`config.mk`:
```
export PLATFORM = sky130hd
export DESIGN_NAME = kalman_cfg_regs
export DESIGN_NICKNAME = d
export VERILOG_FILES = /design/src/hw/kalman_num_pkg.sv /design/src/hw/kalman_reg_pkg.sv /design/src/hw/kalman_cfg_regs.sv
export VERILOG_INCLUDE_DIRS = /design/src /design/src/hw
export SDC_FILE = /design/constraint.sdc
export NUM_CORES = 1
export LEC_CHECK = 0
export BUFFER_PORTS_ARGS = -buffer_cell sky130_fd_sc_hd__buf_4
export CAP_MARGIN = 20
export CORE_ASPECT_RATIO = 1.75
export CORE_UTILIZATION = 45
export CTS_CLUSTER_SIZE = 30
export DETAILED_ROUTE_END_ITERATION = 8
export GPL_TIMING_DRIVEN = 0
export HOLD_SLACK_MARGIN = 0.02
export PLACE_DENSITY_LB_ADDON = 0.1
export SYNTH_ARGS = -nofsm -noshare
export SYNTH_HDL_FRONTEND = slang
export SYNTH_SLANG_ARGS = --single-unit
```
`constraint.sdc`:
```
create_clock -name i_clk -period 2.05 [get_ports i_clk]
set_input_delay 0.205 -clock i_clk [delete_from_list [all_inputs] [get_ports i_clk]]
set_output_delay 0.205 -clock i_clk [all_outputs]
set_load 0.01 [all_outputs]
```
`src/hw/kalman_cfg.svh`:
```
`ifndef KALMAN_CFG_SVH
`define KALMAN_CFG_SVH

// ------------------------------------------------
// widths and fixed point
// ------------------------------------------------
`define KF_ADC_BITS  14      // adc sample width.
`define KF_FRAC      13      // gain fraction bits.
`define KF_ONE       8192    // gain of one.
`define KF_GAIN_BITS 14      // quotient width.

// ------------------------------------------------
// latencies
// ------------------------------------------------
`define KF_DIV_LAT   14      // one quotient bit per stage.
`define KF_MUL_LAT   2
`define KF_LATENCY   19      // accepted sample to o_est_valid.

// reset values
`define KF_P_INIT    100000
`define KF_Q_RST     5
`define KF_R_RST     10

`endif

```
`src/hw/kalman_num_pkg.sv`:
```
`include "kalman_cfg.svh"

package kalman_num_pkg;

	// raw adc sample, two's complement.
	typedef logic signed [`KF_ADC_BITS-1:0] adc_t;

	// state estimate.
	typedef logic signed [31:0] est_t;

	// error variance and the noise terms q and r.
	typedef logic [31:0] var_t;

	// gain in 1.13 format, one extra bit so 8192 fits with headroom.
	typedef logic [`KF_GAIN_BITS:0] gain_t;

endpackage

```
`src/hw/kalman_reg_pkg.sv`:
```
package kalman_reg_pkg;

	// host register map.
	typedef enum logic [1:0] {
		REG_Q    = 2'd0,
		REG_R    = 2'd1,
		REG_CTRL = 2'd2
	} reg_addr_e;

	// ------------------------------------------------
	// ctrl register bits
	// ------------------------------------------------
	localparam int CTRL_RESTART = 0;   // self clearing.

endpackage

```
`src/hw/kalman_cfg_regs.sv`:
```
`timescale 1ns/1ps
`include "kalman_cfg.svh"

module kalman_cfg_regs (
	input  logic                      i_clk,
	input  logic                      i_rst_n,
	input  logic                      i_wr,
	input  kalman_reg_pkg::reg_addr_e i_addr,
	input  logic [31:0]               i_wdata,
	output logic [31:0]               o_rdata,
	output kalman_num_pkg::var_t      o_q,
	output kalman_num_pkg::var_t      o_r,
	output logic                      o_restart
);

	always_ff @(posedge i_clk or negedge i_rst_n) begin
		if (!i_rst_n) begin
			o_q       <= kalman_num_pkg::var_t'(`KF_Q_RST);
			o_r       <= kalman_num_pkg::var_t'(`KF_R_RST);
			o_restart <= 1'b0;
		end else begin
			o_restart <= 1'b0;   // one cycle pulse.
			if (i_wr) begin
				case (i_addr)
					kalman_reg_pkg::REG_Q:    o_q <= i_wdata;
					kalman_reg_pkg::REG_R:    o_r <= i_wdata;
					kalman_reg_pkg::REG_CTRL: o_restart <= i_wdata[kalman_reg_pkg::CTRL_RESTART];
					default:                  ;
				endcase
			end
		end
	end

	// ------------------------------------------------
	// read back, ctrl has no stored bits
	// ------------------------------------------------
	always_comb begin
		case (i_addr)
			kalman_reg_pkg::REG_Q: o_rdata = o_q;
			kalman_reg_pkg::REG_R: o_rdata = o_r;
			default:               o_rdata = '0;
		endcase
	end

endmodule

```
* After elaboration in Yosys (flattened, before gate mapping)
Cells that the tools add are included.
** Word-level totals
- Flip-flop bits (word level) :: 65
- Input bits :: 37
- Output and inout bits :: 97
- Logic and storage cells :: 11
** Cells by class
- Equal/unequal tests :: 2
- Multiplexer cells :: 3
- Reductions and logical operators :: 3
** Operator list (number)
- $pmux 32 s2 :: 1
- $reduce_and 2->1 :: 2
- $eq 2x1->1 const B :: 1
- $eq 2x2->1 const B :: 1
- $logic_not 2->1 :: 1
- $mux 1 :: 2

* Logic depth before layout (Yosys ltp)
- Depth in word-level cells :: 3
- Gate-level depth with buffers :: 4
- Depth with buffers taken out :: 2

* Least setup slack after synthesis
Ideal clock, no wire load.
- Kind :: in2reg
- Start :: input i_addr[1]
- End :: register o_q[1]
- Setup time :: 0.125 ns
- Arrival :: 1.165 ns
- Required time :: 1.925 ns
- Setup slack :: 0.760 ns
- Stages on the path :: 4
- Buffers on the path :: 2
- Cells stage by stage :: buf_2 > nor3b_4 > buf_6 > mux2_2
** On the way
- Word-level cells in the longest chain between the ends :: 2
** RTL lines
- start, declared :: RTL line kalman_cfg_regs.sv:8 : input kalman_reg_pkg::reg_addr_e i_addr,
- $logic_not 2->1 :: RTL line kalman_cfg_regs.sv:24 : case (i_addr)
- $reduce_and 2->1 (no line)
- end signal, assigned :: RTL line kalman_cfg_regs.sv:18 : o_q <= kalman_num_pkg::var_t'(`KF_Q_RST);
- end signal, assigned :: RTL line kalman_cfg_regs.sv:25 : kalman_reg_pkg::REG_Q: o_q <= i_wdata;
- end, declared :: RTL line kalman_cfg_regs.sv:11 : output kalman_num_pkg::var_t o_q,
No other way between the ends.
A chain may end at the register's enable or synchronous reset.

* Final worst setup path
- Start :: input i_addr[0]
- End :: output o_rdata[26]
** On the way
- Word-level cells in the longest chain between the ends :: 2
- Elaborated cells on any way between the ends :: 3
- Those cells by class :: eq/ne (1); mux (1); reduce/logical (1)
** RTL lines
- $eq 2x1->1 / $logic_not 2->1 (equally long branches) :: RTL line kalman_cfg_regs.sv:38 : case (i_addr)
- $pmux 32 s2 * :: RTL line kalman_cfg_regs.sv:38
- end, declared :: RTL line kalman_cfg_regs.sv:10 : output logic [31:0] o_rdata,
Mark *: on every way between the ends. The rest lies on a longest branch, timed or not.

==> impl_metrics.csv <==
group,metric,value,unit
run_status,status,"complete, no violations",
critical_path,crit_fanout,10,
clocking,clk_pin_slew,60,ps
die,core-area,6230,µm²
hold_path,hold_class,"input pin to flop",
sta,rsz0062_at_grt,"no",
clocking,hold_buffers,1,
global_route,grt_pass1_vias,2250,
yosys,synth_fp_nets,247,
finish,nNetsFinal,390,
sta,fin_crit,1380,ps
clocking,cts_num_sinks,65,
sta,clock_skew,0,ps
die,chipWidth,63.0,µm
critical_path,endpoint,"o_rdata[26]",
yosys,synth-main-ff-cell,"dfrtp_1",
clocking,htreeDepth,3,
critical_path,rr_worst_depth,1,
finish,drive_above_1_share,61.2,%
yosys,synth_edf_count,0,
clocking,cts_buffers,9,
critical_path,r2r_slack,1240,ps
yosys,synthesis.area,2930,µm²
critical_path,crit_start,"i_addr[0]",
sta,fin_setup_tns,0,ps
sta,setup_viol,0,
finish,finish.utilization,67.2,%
critical_path,r2r_end,"o_r[15]",
critical_path,end_kind,"primary output",
routing,post_drt_via_cell_ratio,5.00,
routing,antenna_left,0,
critical_path,required,1850,ps
global_route,antenna_found_initial,0,
sta,max-slew-margin-rel,45.6,%
sta,holdWs,89.9,ps
yosys,synth_top_area_cell,"dfrtp_1",
hold_path,hp-start,"i_wdata[6]",
die,placementRows,38,
finish,fillerInstances,552,
yosys,ys_top_cells_by_area,"dfrtp_1 (52%), mux2_2 (23%), mux2i_1 (11%), nor2_1 (4.1%), dfstp_2 (3.6%)",
sta,finalHoldViolCount,0,
global_route,grt_pass1_wl,11.0,mm
finish,n_antenna_cell,0,
routing,firstDrtPassIters,4,
critical_path,cp_common_cell,"buf_4",
yosys,ys_ff_latch,65,
critical_path,startpoint_type,"input pin",
critical_path,cp_slowest_cell,"buf_2",
die,boundaryPins,134,
yosys,ys_seq_area_share,55.7,%
clocking,cts_buffer_depth,2,
critical_path,r2r_start,"o_r[15]",
sta,fin_ws,666,ps
placement,dp_cells,421,
die,start_util,47.0,%
yosys,ys_top_cells_by_count,"dfrtp_1 (61), mux2_2 (60), mux2i_1 (32), nor2_1 (32), buf_2 (7)",
sta,drv_slew,0,
sta,worst_pin_slew,816,ps
power_and_ir_drop,p_leak,2.08,nW
power_and_ir_drop,peakVddDrop,0.706,mV
yosys,synth.distinct_cells,13,
yosys,async_flop_share,100,%
critical_path,worstSetupPathDepth,5,
critical_path,criticalPathCategory,"input pin to primary output",
clocking,cts_tree,"yes",
global_route,grtUsageTotal,21.4,%
critical_path,crit_family,"buffers and inverters",
clocking,ctsRootBufferMaster,"clkbuf_8",
clocking,postCtsSetupBuffers,0,
routing,wl,6.89,mm
placement,gp_congestion,0.721,
critical_path,crit_buf_inv,3,
yosys,synth_cells,210,
finish,stdcell_count,438,
run,maxCapViolCount,0,
die,die-area,6850,µm²
routing,wire_per_inst,15.7,µm
clocking,cts_resized,0,
yosys,syn_avg_cell_area,13.9,µm²
placement,pre_cts_ws,588,ps
global_route,grt-ovfl-total,0,
placement,hpwl,4.90,mm
power_and_ir_drop,p_per_area,915,nW/µm²
die,die_y,109,µm
routing,drt_iter0_drc,49,
routing,drc,0,
yosys,yosysMostFrequentCell,"dfrtp_1",
yosys,yosys_warnings,0,
sta,max_freq,0.722,GHz
clocking,worstSkewPairLatency,330,ps
finish,synthToLayoutAreaGrowth,42.8,%
placement,portBuffers,131,
global_route,grt_max_degree,66,
sta,period_share,67.5,%
critical_path,cp_cell_sequence,"buf_4, buf_2, mux2i_1, nor2_1, buf_4",
critical_path,slowest_delay,330,ps
yosys,yosys.area.top_type_share,52.1,%
critical_path,cp.arrival,1180,ps
routing,vias,2188,
## cells by family after synthesis
| kind of cell | after synthesis | share of synthesized area, % |
|---|---|---|
| simple gates | 35 | 5.77 |
| mux | 96 | 35.5 |
| flops | 65 | 55.7 |
| buf+inv | 14 | 2.99 |
## registers in the layout, summed over array words and instances (netlist names)
register,flops
o_restart,1
o_r,32
o_q,32
## layout make-up
cell class / count / area (µm²) / share of cell area [%]
sequential: 65 / 1630 / 39.0
clock inverter: 1 / 5.00 / 0.120
tap: 80 / 100 / 2.39
buffer: 14 / 87.6 / 2.09
timing repair buffer: 132 / 993 / 23.7
clock buffer: 15 / 156 / 3.74
multi-input combinational: 131 / 1210 / 28.9
## power by group
group | switching (mW) | internal (mW) | total, mW
Combinational | 0.494 | 0.695 | 1.19
Sequential | 0.192 | 1.54 | 1.73
Clock | 0.437 | 0.473 | 0.910
## placed cells by master, fill, tap and decap left out
cell type,count
and4b_1,1
buf_2,7
buf_4,132
buf_6,3
clkbuf_1,8
clkbuf_8,10
clkinv_2,1
dfrtp_1,61
dfstp_2,4
dlygate4sd3_1,1
mux2_1,4
mux2_2,60
mux2i_1,32
nand3b_4,1
nor2_1,32
nor3b_4,1
## worst min path at each step
stage | cells past startpoint | slack, ps | end
floorplan | 0 | -90 | o_q[10]
global placement | 1 | 350 | o_q[1]
detailed placement | 1 | 350 | o_q[1]
CTS | 2 | 70 | o_r[6]
global route | 2 | 70 | o_q[28]
finish | 2 | 90 | o_r[6]
## metrics by stage
step | total power [mW] | cell area (µm²)
2_1_floorplan | 2.27 | 2930
3_3_place_gp | 2.92 | 4010
3_5_place_dp | 2.95 | 4010
4_1_cts | 3.87 | 4180
5_1_grt | 4.05 | 4180
6_report | 3.83 | 4180
## layer usage
metal	wire (µm)	share of wire (%)	GRT usage, %	vias to the layer above
met4	97	1.4	8.47	0
met2	3700	54	38.3	99
met3	504	7.3	7.74	10
met1	2600	38	22.4	1065
li1	-	-	-	1014
met5	0	0	0	-
No activity file was read; power rests on OpenSTA's default activity.
